## config.mk

```make
export PLATFORM = sky130hd
export DESIGN_NAME = cycle_counter
export DESIGN_NICKNAME = d
export VERILOG_FILES = /design/src/rtl/regex_pkg.sv /design/src/rtl/cycle_counter.sv
export VERILOG_INCLUDE_DIRS = /design/src /design/src/rtl
export SDC_FILE = /design/constraint.sdc
export NUM_CORES = 1
export LEC_CHECK = 0
export ABC_AREA = 1
export BUFFER_PORTS_ARGS = -buffer_cell sky130_fd_sc_hd__buf_2
export CORE_MARGIN = 2
export CORE_UTILIZATION = 55
export CTS_BUF_LIST = sky130_fd_sc_hd__clkbuf_8
export CTS_CLUSTER_SIZE = 8
export DETAILED_ROUTE_END_ITERATION = 12
export GPL_TIMING_DRIVEN = 0
export PLACE_DENSITY = 0.79
export SETUP_SLACK_MARGIN = 0.3
export SLEW_MARGIN = 30
export SYNTH_ARGS = -nofsm -noshare
export SYNTH_HDL_FRONTEND = slang
export SYNTH_SLANG_ARGS = --single-unit
export TNS_END_PERCENT = 100
```

## constraint.sdc

```tcl
create_clock -name clk -period 4.2 [get_ports clk]
set_input_delay 0 -clock clk [delete_from_list [all_inputs] [get_ports clk]]
set_output_delay 0 -clock clk [all_outputs]
set_load 0.005 [all_outputs]
```

## src/rtl/regex_settings.svh

```systemverilog
// Widths and sizes shared by the text-search front end.
// Included by the package and by any module that sizes storage from it.

`ifndef REGEX_SETTINGS_SVH
`define REGEX_SETTINGS_SVH

// register interface
`define REG_WIDTH 32

// mixed-width memory, 64-bit read side and 32-bit write side
`define MEM_READ_WIDTH 64
`define MEM_WRITE_WIDTH 32
`define MEM_READ_ADDR_WIDTH 9
`define MEM_WRITE_ADDR_WIDTH 10
`define MEM_DEPTH (1 << `MEM_READ_ADDR_WIDTH)

// literal matcher
`define CHAR_WIDTH 8
`define MAX_PATTERN_LEN 7

`endif

```

## src/rtl/regex_pkg.sv

```systemverilog
// Types and command codes for the text-search front end.
// Modules import it inside their bodies and use scoped names on their ports.

`include "regex_settings.svh"

package regex_pkg;

    typedef logic [`REG_WIDTH-1:0]            reg_word_t;
    typedef logic [`MEM_READ_WIDTH-1:0]       mem_word_t;
    typedef logic [`MEM_WRITE_WIDTH-1:0]      half_word_t;
    typedef logic [`MEM_READ_ADDR_WIDTH-1:0]  rd_addr_t;
    typedef logic [`MEM_WRITE_ADDR_WIDTH-1:0] wr_addr_t;
    typedef logic [`CHAR_WIDTH-1:0]           char_t;

    // software command codes, held on the cmd register
    typedef logic [`REG_WIDTH-1:0] cmd_t;
    localparam cmd_t CMD_NOP          = 32'h0000_0000;
    localparam cmd_t CMD_WRITE        = 32'h0000_0001;
    localparam cmd_t CMD_READ         = 32'h0000_0002;
    localparam cmd_t CMD_START        = 32'h0000_0003;
    localparam cmd_t CMD_RESET        = 32'h0000_0004;
    localparam cmd_t CMD_READ_ELAPSED = 32'h0000_0005;
    localparam cmd_t CMD_RESTART      = 32'h0000_0006;

    // status register codes as seen by software
    typedef enum logic [`REG_WIDTH-1:0] {
        IDLE     = 32'd0,
        RUNNING  = 32'd1,
        ACCEPTED = 32'd2,
        REJECTED = 32'd3,
        ERROR    = 32'd4
    } status_t;

    typedef enum logic [2:0] {FETCH_PATTERN, FETCH_TEXT, WAIT_DATA, SCAN, FINISH} match_state_t;

endpackage

```

## src/rtl/cycle_counter.sv

```systemverilog
// Elapsed-cycle counter for search timing.
// Clear wins over enable; the count sticks at all ones instead of wrapping.

`timescale 1ns/1ps

module cycle_counter (
    input  logic                  clk,
    input  logic                  rst,
    input  logic                  clear,
    input  logic                  enable,
    output regex_pkg::reg_word_t  count
);

    always_ff @(posedge clk)
    begin
        if (rst)
        begin
            count <= '0;
        end
        else if (clear)
        begin
            count <= '0;
        end
        else if (enable && !(&count))
        begin
            // saturate
            count <= count + 1'b1;
        end
    end

endmodule

```

==> metrics.md <==
| Metric | Value |
|---|---|
| Status | `complete, no violations` |
| Vias per inst | `5.17` |
| Total clock sinks | `32` |
| Mapped Nets | `335` |
| Worst Path Max Fanout | `10` |
| Leakage power | `1.01 nW` |
| Max reg flops | `32` |
| Worst setup EP type | `register` |
| Buf/Inv on CP | `1` |
| Min cycle time layout | `1.76 ns` |
| Vias in the first global route | `2,033` |
| Area Growth Syn to Fin | `15.9%` |
| Ys Warns | `0` |
| Design area | `2380 um^2` |
| Ys flop type | `dfxtp_1` |
| Dpl cells | `412` |
| Worst r2r src | `count[1]$_SDFFE_PP0P_` |
| DR WL/cell | `12.4 um` |
| Clk_lat worst skew | `0.28 ns` |
| Netlist cell types | `25` |
| Die width | `65.1 um` |
| Max Cap Viol | `0` |
| Final non-filler cell total | `419` |
| Setup crit start | `count[1]$_SDFFE_PP0P_` |
| FP Rows | `22` |
| Root Driver | `clkbuf_8` |
| Via count | `2,165` |
| Met2 wire len | `2370 um` |
| Initial antenna violation count | `0` |
| Final Hold Fails | `0` |
| Layout Utilization | `65.5%` |
| Total track usage | `27.6%` |
| Largest regs | `count (32)` |
| Max H-tree Level | `2` |
| Fmax | `569 MHz` |
| Area post-placement | `2280 um^2` |
| Synth cell count leaders | `nand2_1, nor2_1, dfxtp_1` |
| Synth area leader | `dfxtp_1` |
| Bufs on Longest Clock Path | `2` |
| Buffers added on ports | `34` |
| Top-count cell post-synth | `nand2_1` |
| Clock skew | `0.0122 ns` |
| Clock slew at reported path FFs | `0.07 ns` |
| Maximum VDD drop | `0.000165 V` |
| Post-CTS setup buffers | `0` |
| Largest stage delay, worst path | `0.39 ns` |
| Hold Path Class | `input pin to register` |
| RSZ-0062 raised after global routing | `false` |
| Min setup slack post-route | `2.44 ns` |
| Crit path cell chain | `ha_1, nand2_2, nor2_4, nand2_1, nor2_2, nand3_2, buf_6, a21oi_1, nor2_1` |
| Syn_area_per_cell | `6.22 um^2` |
| Slowest CP cell | `dfxtp_1` |
| Ranking of synthesized cells by area | `dfxtp_1, nand2_1, nor2_1, a21oi_1, inv_1` |
| Detailed Routing Iterations Pass 1 | `4` |
| Mapped cell area | `2050 um^2` |
| Max Transition Viols Final | `0` |
| Largest register by flop count | `count` |
| DR top layer | `met4` |
| Hold-fix buffers, CTS | `0` |
| TritonCTS clock tree | `built` |
| Hold Startpoint | `rst` |
| Seq/Total Area, Yosys | `31.2%` |
| Number of flops mapped to enable cells by yosys | `0` |
| Initial Util | `56.5%` |
| Post-detail-place hpwl | `3960 um` |
| Slew margin rel. | `79.0%` |
| Share of layout cells above drive strength 1 | `20.2%` |
| Startpoint Class | `register` |
| Met3 WL | `274 um` |
| Final setup violation count | `0` |
| Worst EP required | `4.37 ns` |
| # nets final | `376` |
| Largest net degree at the start of global routing | `11` |
| ANT cells | `0` |
| Setup TNS | `0 ns` |
| Gate Count Post-Synth | `330` |
| Worst slack, placed | `2.48 ns` |
| Synth Register Bits | `32` |
| Wire length on met1 | `2400 um` |
| Total CTS buffers | `5` |
| Core area | `3630 um^2` |
| Asr flop ratio synth | `0%` |
| Detailed-route wire length | `5190 um` |
| Remaining Overflow, GRT | `0` |
| Crit path max-delay family | `simple AND/OR/NAND/NOR gates` |
| Die area | `4240 um^2` |
| Routability cong. | `0.866` |
| Post_cts resized | `0` |
| Arrival @ worst endpoint | `1.93 ns` |
| IO Count | `36` |
| CP Class | `register to register` |
| ANT nets after route | `0` |
| First-pass GRT wire length | `9050 um` |
| Period Utilization, post-route | `41.8%` |
| Yosys top cell area share | `31.2%` |
| PwrDens | `247 nW/um^2` |
| DR iter-0 viols | `105` |
| Die Ht | `65.1 um` |
| Tightest Pin Transition | `0.312 ns` |
| DRC | `0` |
cell type report:
class	count	area, um^2
inverters	31	116
flip-flops and latches	32	641
repair buffers	34	170
fillers	372	1250
plain buffers	8	73.8
well taps	48	60.1
clock buffers	7	96.3
multi-input cells	259	1220
worst min-delay path, stage by stage:
cell	delay, ns
buf_2	0.07
nor2_1	0.05
buf_6	0.15
nand2_1	0.07
nor2_1	0.03
cells in the final DEF, fill, tap and decap left out, drive strengths merged:
master  count
nor2       86
clkbuf      8
a31oi       1
dfxtp      32
nand4       7
nand2     101
a21oi      24
and2        1
xnor2       2
inv        31
buf        41
ha          1
nand3      28
nor3        4
xor2        1
o21ai       3
worst paths after layout:
kind                                  to  slack [ns]  depth (start not counted)
setup / recovery  count[20]$_SDFFE_PP0P_        2.44                          9
hold / removal     count[4]$_SDFFE_PP0P_        0.12                          5
hold reg to reg    count[0]$_SDFFE_PP0P_        0.54                          2
setup reg to reg  count[20]$_SDFFE_PP0P_        2.44                          9
metrics by stage:
| step | total power, mW | hold WS, ns |
|---|---|---|
| floorplan | 0.329 | 0.298 |
| global placement | 0.335 | 0.407 |
| detailed placement | 0.336 | 0.419 |
| CTS | 0.591 | 0.117 |
| global route | 0.615 | 0.137 |
| finish | 0.586 | 0.123 |
cell families after synthesis:
| group | synth area share, % |
|---|---|
| and+or+nand+nor | 50.7 |
| DFF | 31.2 |
| AOI/OAI and AO/OA | 6.89 |
| adders and majority gates | 0.610 |
| xor gates and xnor gates | 1.28 |
| buffers and inverters | 9.27 |
layer usage:
metal	vias up	track usage, %
met5	-	0
met4	0	11.5
met3	14	6.25
met2	57	43.2
met1	975	36.7
li1	1119	-
where the power goes:
group	leakage, nW	internal (mW)	switching (mW)
logic	0.703	0.00799	0.0147
registers	0.258	0.305	0.00158
clock network	0.0503	0.146	0.112
(Power assumes the default switching activity.)
