## config.mk

```make
export PLATFORM = sky130hd
export DESIGN_NAME = command_controller
export DESIGN_NICKNAME = d
export VERILOG_FILES = /design/src/rtl/regex_pkg.sv /design/src/rtl/command_controller.sv
export VERILOG_INCLUDE_DIRS = /design/src /design/src/rtl
export SDC_FILE = /design/constraint.sdc
export NUM_CORES = 1
export LEC_CHECK = 0
export ABC_AREA = 1
export BUFFER_PORTS_ARGS = -buffer_cell sky130_fd_sc_hd__buf_2
export CORE_AREA = 5 5 125 127
export DETAILED_ROUTE_END_ITERATION = 12
export DIE_AREA = 0 0 130 132
export HOLD_SLACK_MARGIN = 0.06
export MAX_ROUTING_LAYER = met4
export PLACE_DENSITY = 0.5
export SKIP_CTS_REPAIR_TIMING = 1
export SLEW_MARGIN = 20
export SYNTH_ARGS = -nofsm -noshare
export SYNTH_HDL_FRONTEND = slang
export SYNTH_SLANG_ARGS = --single-unit
```

## constraint.sdc

```tcl
create_clock -name clk -period 1.4 [get_ports clk]
set_clock_uncertainty 0.15 [all_clocks]
set_input_delay 0.07 -clock clk [delete_from_list [all_inputs] [get_ports clk]]
set_output_delay 0.07 -clock clk [all_outputs]
set_load 0.1 [all_outputs]
```

## src/rtl/regex_settings.svh

```systemverilog
// Widths and sizes shared by the text-search front end.
// Included by the package and by any module that sizes storage from it.

`ifndef REGEX_SETTINGS_SVH
`define REGEX_SETTINGS_SVH

// register interface
`define REG_WIDTH 32

// mixed-width memory, 64-bit read side and 32-bit write side
`define MEM_READ_WIDTH 64
`define MEM_WRITE_WIDTH 32
`define MEM_READ_ADDR_WIDTH 9
`define MEM_WRITE_ADDR_WIDTH 10
`define MEM_DEPTH (1 << `MEM_READ_ADDR_WIDTH)

// literal matcher
`define CHAR_WIDTH 8
`define MAX_PATTERN_LEN 7

`endif

```

## src/rtl/regex_pkg.sv

```systemverilog
// Types and command codes for the text-search front end.
// Modules import it inside their bodies and use scoped names on their ports.

`include "regex_settings.svh"

package regex_pkg;

    typedef logic [`REG_WIDTH-1:0]            reg_word_t;
    typedef logic [`MEM_READ_WIDTH-1:0]       mem_word_t;
    typedef logic [`MEM_WRITE_WIDTH-1:0]      half_word_t;
    typedef logic [`MEM_READ_ADDR_WIDTH-1:0]  rd_addr_t;
    typedef logic [`MEM_WRITE_ADDR_WIDTH-1:0] wr_addr_t;
    typedef logic [`CHAR_WIDTH-1:0]           char_t;

    // software command codes, held on the cmd register
    typedef logic [`REG_WIDTH-1:0] cmd_t;
    localparam cmd_t CMD_NOP          = 32'h0000_0000;
    localparam cmd_t CMD_WRITE        = 32'h0000_0001;
    localparam cmd_t CMD_READ         = 32'h0000_0002;
    localparam cmd_t CMD_START        = 32'h0000_0003;
    localparam cmd_t CMD_RESET        = 32'h0000_0004;
    localparam cmd_t CMD_READ_ELAPSED = 32'h0000_0005;
    localparam cmd_t CMD_RESTART      = 32'h0000_0006;

    // status register codes as seen by software
    typedef enum logic [`REG_WIDTH-1:0] {
        IDLE     = 32'd0,
        RUNNING  = 32'd1,
        ACCEPTED = 32'd2,
        REJECTED = 32'd3,
        ERROR    = 32'd4
    } status_t;

    typedef enum logic [2:0] {FETCH_PATTERN, FETCH_TEXT, WAIT_DATA, SCAN, FINISH} match_state_t;

endpackage

```

## src/rtl/command_controller.sv

```systemverilog
// Command decoder and status FSM of the search front end.
// Turns level-held software commands into memory accesses and search starts,
// and gives the memory read port to the matcher while a search runs.

`timescale 1ns/1ps

module command_controller (
    input  logic                   clk,
    input  logic                   rst_master,
    input  regex_pkg::reg_word_t   cmd,
    input  regex_pkg::reg_word_t   address,
    input  regex_pkg::reg_word_t   data_in,
    input  regex_pkg::mem_word_t   rd_data,
    input  regex_pkg::reg_word_t   elapsed,
    input  logic                   mem_req_valid,
    input  regex_pkg::rd_addr_t    mem_req_addr,
    input  logic                   start_ready,
    input  logic                   done,
    input  logic                   accept,
    input  logic                   error,
    output logic                   core_rst,
    output regex_pkg::status_t     status,
    output regex_pkg::reg_word_t   data_o,
    output logic                   wr_en,
    output regex_pkg::wr_addr_t    wr_addr,
    output regex_pkg::half_word_t  wr_data,
    output logic                   rd_en,
    output regex_pkg::rd_addr_t    rd_addr,
    output logic                   mem_req_ready,
    output logic                   start_valid,
    output logic                   count_clear,
    output logic                   count_enable
);

    import regex_pkg::*;

    status_t status_next;
    logic    half_sel_q;

    // a held RESET acts like the external reset, memory excluded
    assign core_rst = rst_master || (cmd == CMD_RESET);

    always_ff @(posedge clk)
    begin
        if (core_rst)
        begin
            status <= IDLE;
        end
        else
        begin
            status <= status_next;
        end
    end

    // picks the 32-bit half of the read word, lines up with rd_data
    always_ff @(posedge clk)
    begin
        half_sel_q <= address[0];
    end

    ////////////////////////////////////////////////////////////////////////////
    // command decode
    ////////////////////////////////////////////////////////////////////////////

    always_comb
    begin
        status_next   = status;
        data_o        = '0;
        wr_en         = 1'b0;
        wr_addr       = wr_addr_t'(address);
        wr_data       = half_word_t'(data_in);
        rd_en         = 1'b0;
        rd_addr       = rd_addr_t'(address >> 1);
        mem_req_ready = 1'b0;
        start_valid   = 1'b0;
        count_clear   = 1'b0;
        count_enable  = 1'b0;

        case (status)
            RUNNING:
            begin
                // matcher owns the read port until done
                mem_req_ready = 1'b1;
                rd_en         = mem_req_valid;
                rd_addr       = mem_req_addr;
                count_enable  = 1'b1;
                if (done)
                begin
                    if (error)
                        status_next = ERROR;
                    else if (accept)
                        status_next = ACCEPTED;
                    else
                        status_next = REJECTED;
                end
            end
            default:
            begin
                // idle and the result states
                case (cmd)
                    CMD_WRITE:
                    begin
                        wr_en = 1'b1;
                    end
                    CMD_READ:
                    begin
                        rd_en  = 1'b1;
                        data_o = half_sel_q ? rd_data[63:32] : rd_data[31:0];
                    end
                    CMD_READ_ELAPSED:
                    begin
                        data_o = elapsed;
                    end
                    CMD_START:
                    begin
                        if (status == IDLE)
                        begin
                            start_valid   = 1'b1;
                            mem_req_ready = 1'b1;
                            rd_en         = mem_req_valid;
                            rd_addr       = mem_req_addr;
                            if (start_ready)
                            begin
                                count_clear = 1'b1;
                                status_next = RUNNING;
                            end
                        end
                    end
                    CMD_RESTART:
                    begin
                        if (status != IDLE)
                            status_next = IDLE;
                    end
                    default:
                    begin
                    end
                endcase
            end
        endcase
    end

endmodule

```

==> flow_summary.ini <==
[run_status]
outcome = finished, violations left
violations = setup timing

[drt]
drtIter0Drc = 22
dr.pass1.iters = 3
drc = 0
num_vias = 2764
ant_nets = 0
post_drt_wl_per_cell_um = 13.3
wirelength_um = 9930
viasPerCell = 3.70

[grt]
grt_max_degree = 24
gr-total-overflow = 0
grt_pass1_vias = 2517
antenna_found_initial = 0
grt_usage_pct = 9.19
grt_pass1_wl_um = 12500

[worst_setup_path]
r2r-end = status[0]
cpPeakStageDelay_ns = 0.30
cp_data_required_time_ns = 1.18
crit_path_end_kind = primary output
cp_slowest_cell = nor3_4
worst-setup-path-type = in2out
startpoint_type = input port
cp_max_fo = 6
r2r_start = status[2]
reg2regPathDepth = 11
path_cells = buf_2 -> nor2_1 -> nand2_1 -> nor2_2 -> nand2_2 -> nor3_4 -> buf_6 -> nand3_4 -> clkbuf_16 -> o22ai_4 -> buf_12
worst_ep_arrival_time_ns = 1.71
rrSetupSlack_ns = -0.23

[synthesis]
synth-edff-count = 0
yosysMostFrequentCell = buf_4
ys_ff_latch = 4
ys_warn_count = 0
synth_area_mm2 = 0.00204
yosys-top-cells-count = buf_4, nand2_1, inv_1
ys_seq_area_share_pct = 3.93
netlist.area_leader.share_pct = 27.6
ys_types = 21
syn-instance-count = 308
async_flop_share_pct = 0
ys_top_cells_by_area = buf_4, o22ai_2, mux2i_1, nand2_1, inv_1
syn_avg_cell_area_um2 = 6.62
synth-main-ff-cell = dfxtp_1
synth_top_area_cell = buf_4

[final_layout]
design_area_mm2 = 0.00543
drive_gt1_share_pct = 67.5
nNetsFinal = 772
post-route-util_pct = 37.9
area_growth_pct = 166
antennaDiodeCount = 0

[timing]
setup_viol = 82
rsz0062_at_grt = true
fin_crit_ns = 1.93
worstMarginPinSlew_ns = 1.01
final.setup.tns_ns = -24.52
hold_viol = 0
slew_violations = 0
slew_headroom_pct = 32.3
fmaxAchievable_mhz = 518
finalCritPeriodShare_pct = 138
fin_ws_ns = -0.529

[clocking]
clock_latency_ns = 0.23
h-tree-depth = 1
cts.sinks = 4
cts_root_buffer = clkbuf_16
numCtsBuffers = 3
clockBufferDepth = 2
cts.clk_slew.worst_paths_ns = 0.04
cts_tree = built

[power]
swShare_pct = 59.1
p_leak_uw = 0.00263
power_uw = 2920
clkPwrFrac_pct = 16.4
power_switching_uw = 1730
p_comb_share_pct = 79.0
peakVddDrop_mv = 0.373
intPower_uw = 1190
cellPowerDensity_mw_per_mm2 = 538
p_seq_share_pct = 4.6

[run]
drv_cap = 0

[hold_path]
holdPathStages = 5
min_path_type = in2reg
worstHoldStart = rst_master
min_to = status[1]

[placed_design]
io_buffer_count = 214
post_dp_cell_area_mm2 = 0.00432
gp_congestion = 0.806
place_ws_ns = -0.587
hpwl_um = 7700

[floorplanning]
io_pins = 330
fp.coreArea_mm2 = 0.0143
core.rowCount = 44
dieArea_mm2 = 0.0172
die_h_um = 132
initial_utilization_pct = 14.2
die_w_um = 130
## through the flow
| step | instances | hold slack, ns |
|---|---|---|
| final | 747 | 0.0910 |
| after global routing | 747 | 0.102 |
| after CTS | 695 | -0.166 |
| after detailed placement | 691 | -0.00932 |
| after global placement | 691 | -0.00932 |
| after floorplan | 336 | -0.0523 |
## cells by family (layout without fill, tap and decap cells)
group / Yosys count / in the layout / share of synthesized area (%)
other: 1 / 29 / 0.184
buffers and inverters: 131 / 358 / 39.2
AND/OR/NAND/NOR: 104 / 104 / 20.9
multiplexers: 32 / 32 / 15.7
AO/OA/AOI/OAI: 36 / 36 / 20.0
flip-flops: 4 / 4 / 3.93
## per-layer routing
metal  wire length, um  vias up  track usage [%]
li1                  -     1396                -
met1              3260     1222             10.1
met2              5580      140             16.6
met3              1020        6             2.80
met4                74        0             1.04
met5                 0        -                -
## sequential cells by signal (all words and copies together) (netlist names)
signal      count
half_sel_q      1
status          3
## power groups by stage
stage | clock network [uW] | logic [uW] | registers, uW
finish | 480 | 2310 | 133
global route | 510 | 2400 | 135
CTS | 502 | 1650 | 130
detailed placement | 0 | 1640 | 132
global placement | 0 | 1640 | 132
floorplan | 0 | 1630 | 183
## how the worst max path moves through the flow
| stage | cells past startpoint | endpoint | from | slack [ns] |
|---|---|---|---|---|
| 6_report | 11 | data_o[1] | cmd[23] | -0.53 |
| 5_1_grt | 11 | data_o[1] | cmd[13] | -0.66 |
| 4_1_cts | 9 | rd_addr[6] | status[2] | -0.63 |
| 3_5_place_dp | 12 | rd_addr[4] | cmd[21] | -0.59 |
| 3_3_place_gp | 12 | rd_addr[4] | cmd[21] | -0.59 |
| 2_1_floorplan | 9 | data_o[15] | status[2] | -0.86 |
## placed cells by master (no fill, tap or decap), types with 7 or more instances in the layout
master	instances
buf_2	158
buf_12	53
inv_1	40
buf_4	35
dlygate4sd3_1	34
mux2i_1	32
o22ai_4	32
conb_1	29
nand2_1	21
nor2_1	19
nand2_4	17
buf_6	16
nand2_8	12
nor2_4	9
nor2_2	9
nand2_2	8
clkbuf_16	7
## final cells by class
type,instances,area (um^2)
timing repair buffer,305,2840
sequential,4,92.6
multi-input combinational,201,1980
clock buffer,4,78.8
fill,1458,8880
inverter,49,211
tap,184,230
## critical path: cells and delay by family
| family | cells | cell delay (ns) |
|---|---|---|
| simple gates | 6 | 0.80 |
| compound gates | 1 | 0.15 |
| buf+inv | 4 | 0.69 |
Power figures use the tool's default switching activity.
