## config.mk

```make
export PLATFORM = sky130hd
export DESIGN_NAME = literal_matcher
export DESIGN_NICKNAME = d
export VERILOG_FILES = /design/src/rtl/regex_pkg.sv /design/src/rtl/literal_matcher.sv
export VERILOG_INCLUDE_DIRS = /design/src /design/src/rtl
export SDC_FILE = /design/constraint.sdc
export NUM_CORES = 1
export LEC_CHECK = 0
export BUFFER_PORTS_ARGS = -buffer_cell sky130_fd_sc_hd__buf_2
export CORE_MARGIN = 2
export CORE_UTILIZATION = 45
export CTS_CLUSTER_DIAMETER = 100
export CTS_CLUSTER_SIZE = 24
export DETAILED_ROUTE_END_ITERATION = 8
export MAX_ROUTING_LAYER = met4
export SYNTH_ARGS = -nofsm -noshare
export SYNTH_HDL_FRONTEND = slang
export SYNTH_SLANG_ARGS = --single-unit
```

## constraint.sdc

```tcl
create_clock -name clk -period 4.4 [get_ports clk]
set_input_delay 0.88 -clock clk [delete_from_list [all_inputs] [get_ports clk]]
set_output_delay 0.88 -clock clk [all_outputs]
set_load 0.02 [all_outputs]
```

## src/rtl/regex_settings.svh

```systemverilog
// Widths and sizes shared by the text-search front end.
// Included by the package and by any module that sizes storage from it.

`ifndef REGEX_SETTINGS_SVH
`define REGEX_SETTINGS_SVH

// register interface
`define REG_WIDTH 32

// mixed-width memory, 64-bit read side and 32-bit write side
`define MEM_READ_WIDTH 64
`define MEM_WRITE_WIDTH 32
`define MEM_READ_ADDR_WIDTH 9
`define MEM_WRITE_ADDR_WIDTH 10
`define MEM_DEPTH (1 << `MEM_READ_ADDR_WIDTH)

// literal matcher
`define CHAR_WIDTH 8
`define MAX_PATTERN_LEN 7

`endif

```

## src/rtl/regex_pkg.sv

```systemverilog
// Types and command codes for the text-search front end.
// Modules import it inside their bodies and use scoped names on their ports.

`include "regex_settings.svh"

package regex_pkg;

    typedef logic [`REG_WIDTH-1:0]            reg_word_t;
    typedef logic [`MEM_READ_WIDTH-1:0]       mem_word_t;
    typedef logic [`MEM_WRITE_WIDTH-1:0]      half_word_t;
    typedef logic [`MEM_READ_ADDR_WIDTH-1:0]  rd_addr_t;
    typedef logic [`MEM_WRITE_ADDR_WIDTH-1:0] wr_addr_t;
    typedef logic [`CHAR_WIDTH-1:0]           char_t;

    // software command codes, held on the cmd register
    typedef logic [`REG_WIDTH-1:0] cmd_t;
    localparam cmd_t CMD_NOP          = 32'h0000_0000;
    localparam cmd_t CMD_WRITE        = 32'h0000_0001;
    localparam cmd_t CMD_READ         = 32'h0000_0002;
    localparam cmd_t CMD_START        = 32'h0000_0003;
    localparam cmd_t CMD_RESET        = 32'h0000_0004;
    localparam cmd_t CMD_READ_ELAPSED = 32'h0000_0005;
    localparam cmd_t CMD_RESTART      = 32'h0000_0006;

    // status register codes as seen by software
    typedef enum logic [`REG_WIDTH-1:0] {
        IDLE     = 32'd0,
        RUNNING  = 32'd1,
        ACCEPTED = 32'd2,
        REJECTED = 32'd3,
        ERROR    = 32'd4
    } status_t;

    typedef enum logic [2:0] {FETCH_PATTERN, FETCH_TEXT, WAIT_DATA, SCAN, FINISH} match_state_t;

endpackage

```

## src/rtl/literal_matcher.sv

```systemverilog
// Literal substring search engine.
// Word 0 of memory holds the length byte and up to seven pattern bytes;
// the text is scanned one character per cycle through a seven-deep window.
// Memory requests use valid/ready, data arrives one cycle after acceptance.

`timescale 1ns/1ps
`include "regex_settings.svh"

module literal_matcher (
    input  logic                  clk,
    input  logic                  rst,
    input  logic                  start_valid,
    input  regex_pkg::reg_word_t  start_cc_pointer,
    input  regex_pkg::reg_word_t  end_cc_pointer,
    input  logic                  mem_req_ready,
    input  regex_pkg::mem_word_t  rd_data,
    output logic                  start_ready,
    output logic                  mem_req_valid,
    output regex_pkg::rd_addr_t   mem_req_addr,
    output logic                  done,
    output logic                  accept,
    output logic                  error
);

    import regex_pkg::*;

    localparam int WIN_W = `CHAR_WIDTH * `MAX_PATTERN_LEN;

    match_state_t      state;
    logic              load_pattern;
    logic [2:0]        filled;
    reg_word_t         cur_ptr;
    reg_word_t         end_ptr;
    reg_word_t         ptr_next;
    char_t             len_q;
    char_t             cur_char;
    logic [WIN_W-1:0]  pattern_q;
    logic [WIN_W-1:0]  window_q;
    logic [WIN_W-1:0]  window_next;
    mem_word_t         text_word_q;
    logic              setup_bad;
    logic              hit;

    // finish doubles as the idle state
    assign start_ready   = (state == FINISH);
    assign mem_req_valid = (state == FETCH_PATTERN) || (state == FETCH_TEXT);
    assign mem_req_addr  = (state == FETCH_TEXT) ? cur_ptr[3 +: `MEM_READ_ADDR_WIDTH] : '0;

    assign cur_char  = text_word_q[{cur_ptr[2:0], 3'b000} +: `CHAR_WIDTH];
    assign ptr_next  = cur_ptr + 1'b1;
    assign setup_bad = (rd_data[7:0] == 8'd0) || (rd_data[7:0] > `MAX_PATTERN_LEN)
                       || (cur_ptr > end_ptr);

    // compare newest characters against the pattern, newest = last pattern char
    always_comb
    begin
        logic [2:0] p_idx;
        window_next = {window_q[WIN_W-`CHAR_WIDTH-1:0], cur_char};
        hit = ({1'b0, filled} + 4'd1) >= len_q[3:0];
        for (int j = 0; j < `MAX_PATTERN_LEN; j++)
        begin
            p_idx = 3'(len_q[2:0] - 3'd1 - 3'(j));
            if (j < len_q && window_next[j*`CHAR_WIDTH +: `CHAR_WIDTH]
                    != pattern_q[p_idx*`CHAR_WIDTH +: `CHAR_WIDTH])
                hit = 1'b0;
        end
    end

    ////////////////////////////////////////////////////////////////////////////
    // control FSM
    ////////////////////////////////////////////////////////////////////////////

    always_ff @(posedge clk)
    begin
        if (rst)
        begin
            state        <= FINISH;
            load_pattern <= 1'b0;
            filled       <= '0;
            done         <= 1'b0;
            accept       <= 1'b0;
            error        <= 1'b0;
        end
        else
        begin
            done <= 1'b0;
            case (state)
                FINISH:
                begin
                    if (start_valid)
                    begin
                        state  <= FETCH_PATTERN;
                        filled <= '0;
                        accept <= 1'b0;
                        error  <= 1'b0;
                    end
                end
                FETCH_PATTERN:
                begin
                    if (mem_req_ready)
                    begin
                        state        <= WAIT_DATA;
                        load_pattern <= 1'b1;
                    end
                end
                FETCH_TEXT:
                begin
                    if (mem_req_ready)
                    begin
                        state        <= WAIT_DATA;
                        load_pattern <= 1'b0;
                    end
                end
                WAIT_DATA:
                begin
                    if (!load_pattern)
                        state <= SCAN;
                    else if (setup_bad)
                    begin
                        state <= FINISH;
                        done  <= 1'b1;
                        error <= 1'b1;
                    end
                    else if (cur_ptr == end_ptr)
                    begin
                        // empty text never matches
                        state <= FINISH;
                        done  <= 1'b1;
                    end
                    else
                        state <= FETCH_TEXT;
                end
                SCAN:
                begin
                    if (filled != 3'd7)
                        filled <= filled + 3'd1;
                    if (hit)
                    begin
                        state  <= FINISH;
                        done   <= 1'b1;
                        accept <= 1'b1;
                    end
                    else if (ptr_next == end_ptr)
                    begin
                        state <= FINISH;
                        done  <= 1'b1;
                    end
                    else if (ptr_next[2:0] == 3'd0)
                        state <= FETCH_TEXT;
                end
                default:
                begin
                    state <= FINISH;
                end
            endcase
        end
    end

    // pointers, pattern and text data
    always_ff @(posedge clk)
    begin
        if (state == FINISH && start_valid)
        begin
            cur_ptr <= start_cc_pointer;
            end_ptr <= end_cc_pointer;
        end
        if (state == WAIT_DATA)
        begin
            if (load_pattern)
            begin
                len_q     <= rd_data[7:0];
                pattern_q <= rd_data[63:8];
            end
            else
                text_word_q <= rd_data;
        end
        if (state == SCAN)
        begin
            window_q <= window_next;
            cur_ptr  <= ptr_next;
        end
    end

endmodule

```

==> flow_metrics.env <==
export IMPL_outcome="finished clean"
export IMPL_drv_slew=0
export IMPL_fp_dieH_um=180
export IMPL_power_per_cell_area_nw_per_um2=292
export IMPL_worstRegToRegCells=11
export IMPL_drc=0
export IMPL_ctsResizeCount=0
export IMPL_fin_util_pct=50.8
export IMPL_cp_max_fo=8
export IMPL_grt_pass1_vias=9180
export IMPL_syn_area_um2=13900
export IMPL_max_freq_mhz=251
export IMPL_cts_tree="built"
export IMPL_htree_levels=1
export IMPL_hpwl_um=27500
export IMPL_highest_layer="met4"
export IMPL_holdPathStages=0
export IMPL_areaGrowthSynthToFinish_pct=11.5
export IMPL_grt_antenna_before_repair=5
export IMPL_finalHoldViolations=0
export IMPL_p_int_mw=3.49
export IMPL_critPathTopFamily="simple AND/OR/NAND/NOR gates"
export IMPL_grt_usage_pct=22.6
export IMPL_die_x_um=180
export IMPL_synth_edff_count=240
export IMPL_p_leak_nw=5.75
export IMPL_crit_start="len_q[1]"
export IMPL_synth_ff_type="edfxtp_1"
export IMPL_postCtsSetupBuffers=0
export IMPL_core_area_um2=30600
export IMPL_worstReg2RegStart="len_q[1]"
export IMPL_gp_congestion=0.969
export IMPL_ios=146
export IMPL_timing_final_crit_share_pct=90.4
export IMPL_seqPwrFrac_pct=60.0
export IMPL_grt_pass1_wl_um=54700
export IMPL_final_cells=1583
export IMPL_via_count=9112
export IMPL_p_total_mw=4.54
export IMPL_clk_pin_slew_ps=100
export IMPL_dieArea_um2=32400
export IMPL_dpl_cell_area_um2=15100
export IMPL_ff2ff_setup_slack_ps=420
export IMPL_clockRootBuffer="clkbuf_16"
export IMPL_drive_above_1_share_pct=22.9
export IMPL_grt_max_degree=53
export IMPL_ys_warn_count=0
export IMPL_worstHoldStart="window_q[13]"
export IMPL_numCtsBuffers=14
export IMPL_end_kind="flip-flop"
export IMPL_async_reset_ff_share_pct=0
export IMPL_drtPass1Iterations=5
export IMPL_min_period_ps=3980
export IMPL_relSlewSlack_pct=23.6
export IMPL_maxCapViolations=0
export IMPL_cp_endpoint="accept"
export IMPL_portBuffers=145
export IMPL_nets=1353
export IMPL_worst_setup_path_start_kind="flip-flop"
export IMPL_synth_largest_area_cell="edfxtp_1"
export IMPL_start_util_pct=45.6
export IMPL_vias_per_cell=5.76
export IMPL_critPathMaxStageDelay_ps=580
export IMPL_crit_type="reg -> reg"
export IMPL_cts_sinks=250
export IMPL_synth_top_area_share_pct=51.7
export IMPL_pwr_share_comb_pct=9.0
export IMPL_wl_met3_um=1880
export IMPL_regToRegEndpoint="accept"
export IMPL_fill_cells=2684
export IMPL_ys_types=74
export IMPL_syn_avg_cell_area_um2=13.4
export IMPL_netSwitchingFraction_pct=23.2
export IMPL_cts_hold_buf=0
export IMPL_stdcell_area_um2=15600
export IMPL_synth_seq_cells=250
export IMPL_rsz0062_at_grt="no"
export IMPL_wl_per_cell_um=22.6
export IMPL_syn_num_nets=1217
export IMPL_clockPowerShare_pct=31.0
export IMPL_worst_path_stages=11
export IMPL_detail_route_wirelength_met1_um=14600
export IMPL_synth_area_top_cells="edfxtp_1, mux4_2, xnor2_1"
export IMPL_required_ps=4830
export IMPL_slowest_stage="mux4_2"
export IMPL_worst_pin_slew_ps=1150
export IMPL_wl_met2_um=18100
export IMPL_register_area_um2=7410
export IMPL_synthCells=1041
export IMPL_clockBufferDepth=3
export IMPL_rows=64
export IMPL_fin_setup_tns_ps=0
export IMPL_worst_ep_arrival_time_ps=4410
export IMPL_wl_um=35800
export IMPL_finalSetupViolCount=0
export IMPL_p_sw_mw=1.05
export IMPL_final_setup_skew_ps=17.7
export IMPL_crit_buf_inv=1
export IMPL_grt_ovfl_total=0
export IMPL_drtIter0Drc=683
export IMPL_ant_nets=0
export IMPL_peakVddDrop_mv=0.304
export IMPL_multi_input_area_um2=6160
export IMPL_cp_cell_sequence="inv_1, ha_1, xor2_4, xnor2_4, mux4_2, xnor2_1, nor4_1, a31oi_1, nor3b_2, a21oi_1, nor3_1"
export IMPL_place_inst=1557
export IMPL_clk_insertion_delay_late_ps=510
export IMPL_yosysSeqAreaShare_pct=53.1
export IMPL_hold_class="reg -> reg"
==> layer usage <==
metal	up-vias	global-route usage (%)
met5	-	-
met4	0	6.61
met3	59	3.46
met2	268	38.7
met1	4498	27.9
li1	4287	-
==> final cells by class <==
class                      instances  area share (%)
clock inverter                     3           0.113
inverter                          44            1.06
multi-input combinational        701            39.6
tap                              396            3.19
antenna                            5          0.0804
timing repair buffer             166            5.76
clock buffer                      18            2.55
sequential                       250            47.6
==> stage by stage <==
stage / setup slack, ps / hold slack, ps
final: 422 / 486
after global routing: 128 / 500
after CTS: 399 / 488
after detailed placement: 471 / 465
after global placement: 453 / 475
after floorplan: 363 / 424
==> cell usage after synthesis, types with 4 or more instances <==
library cell and n:
a21o_1 12, a21oi_1 22, a22oi_1 8, a31oi_1 8, and3_1 19, and4_1 4
buf_1 4, buf_2 22, clkbuf_1 15, dfxtp_1 10, edfxtp_1 240, ha_1 44
inv_1 44, mux2_2 8, mux2i_1 56, mux4_2 61, nand2_1 70, nand2b_1 10
nand3_1 25, nand3b_1 5, nand4_1 26, nor2_1 39, nor2b_1 4, nor3_1 19
nor3b_1 5, nor4_1 16, o21ai_0 46, o22ai_1 7, or4_1 4, xnor2_1 67
xor2_1 57
==> flip-flops by register name, indices dropped and copies added, names as in the netlist <==
register and cells:
accept 1, cur_ptr 32, done 1, end_ptr 32, error 1, filled 3
len_q 8, load_pattern 1, pattern_q 56, state 3, text_word_q 64, window_q 48
==> worst reg2reg max path, cell delays in order (launching register included) <==
cell	delay [ps]
edfxtp_1	400
inv_1	200
ha_1	440
xor2_4	150
xnor2_4	480
mux4_2	580
xnor2_1	190
nor4_1	540
a31oi_1	180
nor3b_2	430
a21oi_1	130
nor3_1	170
==> how the worst min path moves through the flow <==
| stage | end | slack [ps] |
|---|---|---|
| floorplan | window_q[36] | 420 |
| global placement | window_q[21] | 470 |
| detailed placement | window_q[19] | 460 |
| CTS | window_q[21] | 490 |
| global route | window_q[21] | 500 |
| finish | window_q[21] | 490 |
==> power groups by stage <==
stage	clock (mW)	combinational (mW)	sequential [mW]
5_1_grt	1.52	0.457	2.73
2_1_floorplan	0	0.255	2.75
3_3_place_gp	0	0.409	2.78
6_report	1.41	0.410	2.72
4_1_cts	1.45	0.418	2.72
3_5_place_dp	0	0.415	2.78
==> cell usage in the layout (no fill, tap or decap), types with 16 or more instances in the layout <==
cell type	n
mux2i_1	56
nor2_1	39
and3_1	19
mux4_2	61
nor3_1	19
nand2_1	70
edfxtp_1	240
buf_4	20
a21oi_1	22
buf_2	145
ha_1	43
nand4_1	26
xor2_1	57
nand3_1	25
o21ai_0	46
nor4_1	16
xnor2_1	67
inv_1	41
==> kinds of logic after synthesis <==
logic type / count (synthesis) / share of synthesized area, %
buffers and inverters: 90 / 2.82
and+or+nand+nor: 262 / 10.1
AOI/OAI and AO/OA: 138 / 6.38
adders and majority gates: 45 / 4.02
muxes: 128 / 15.1
DFF: 250 / 53.1
xor gates and xnor gates: 128 / 8.52
(Power assumes the default switching activity.)
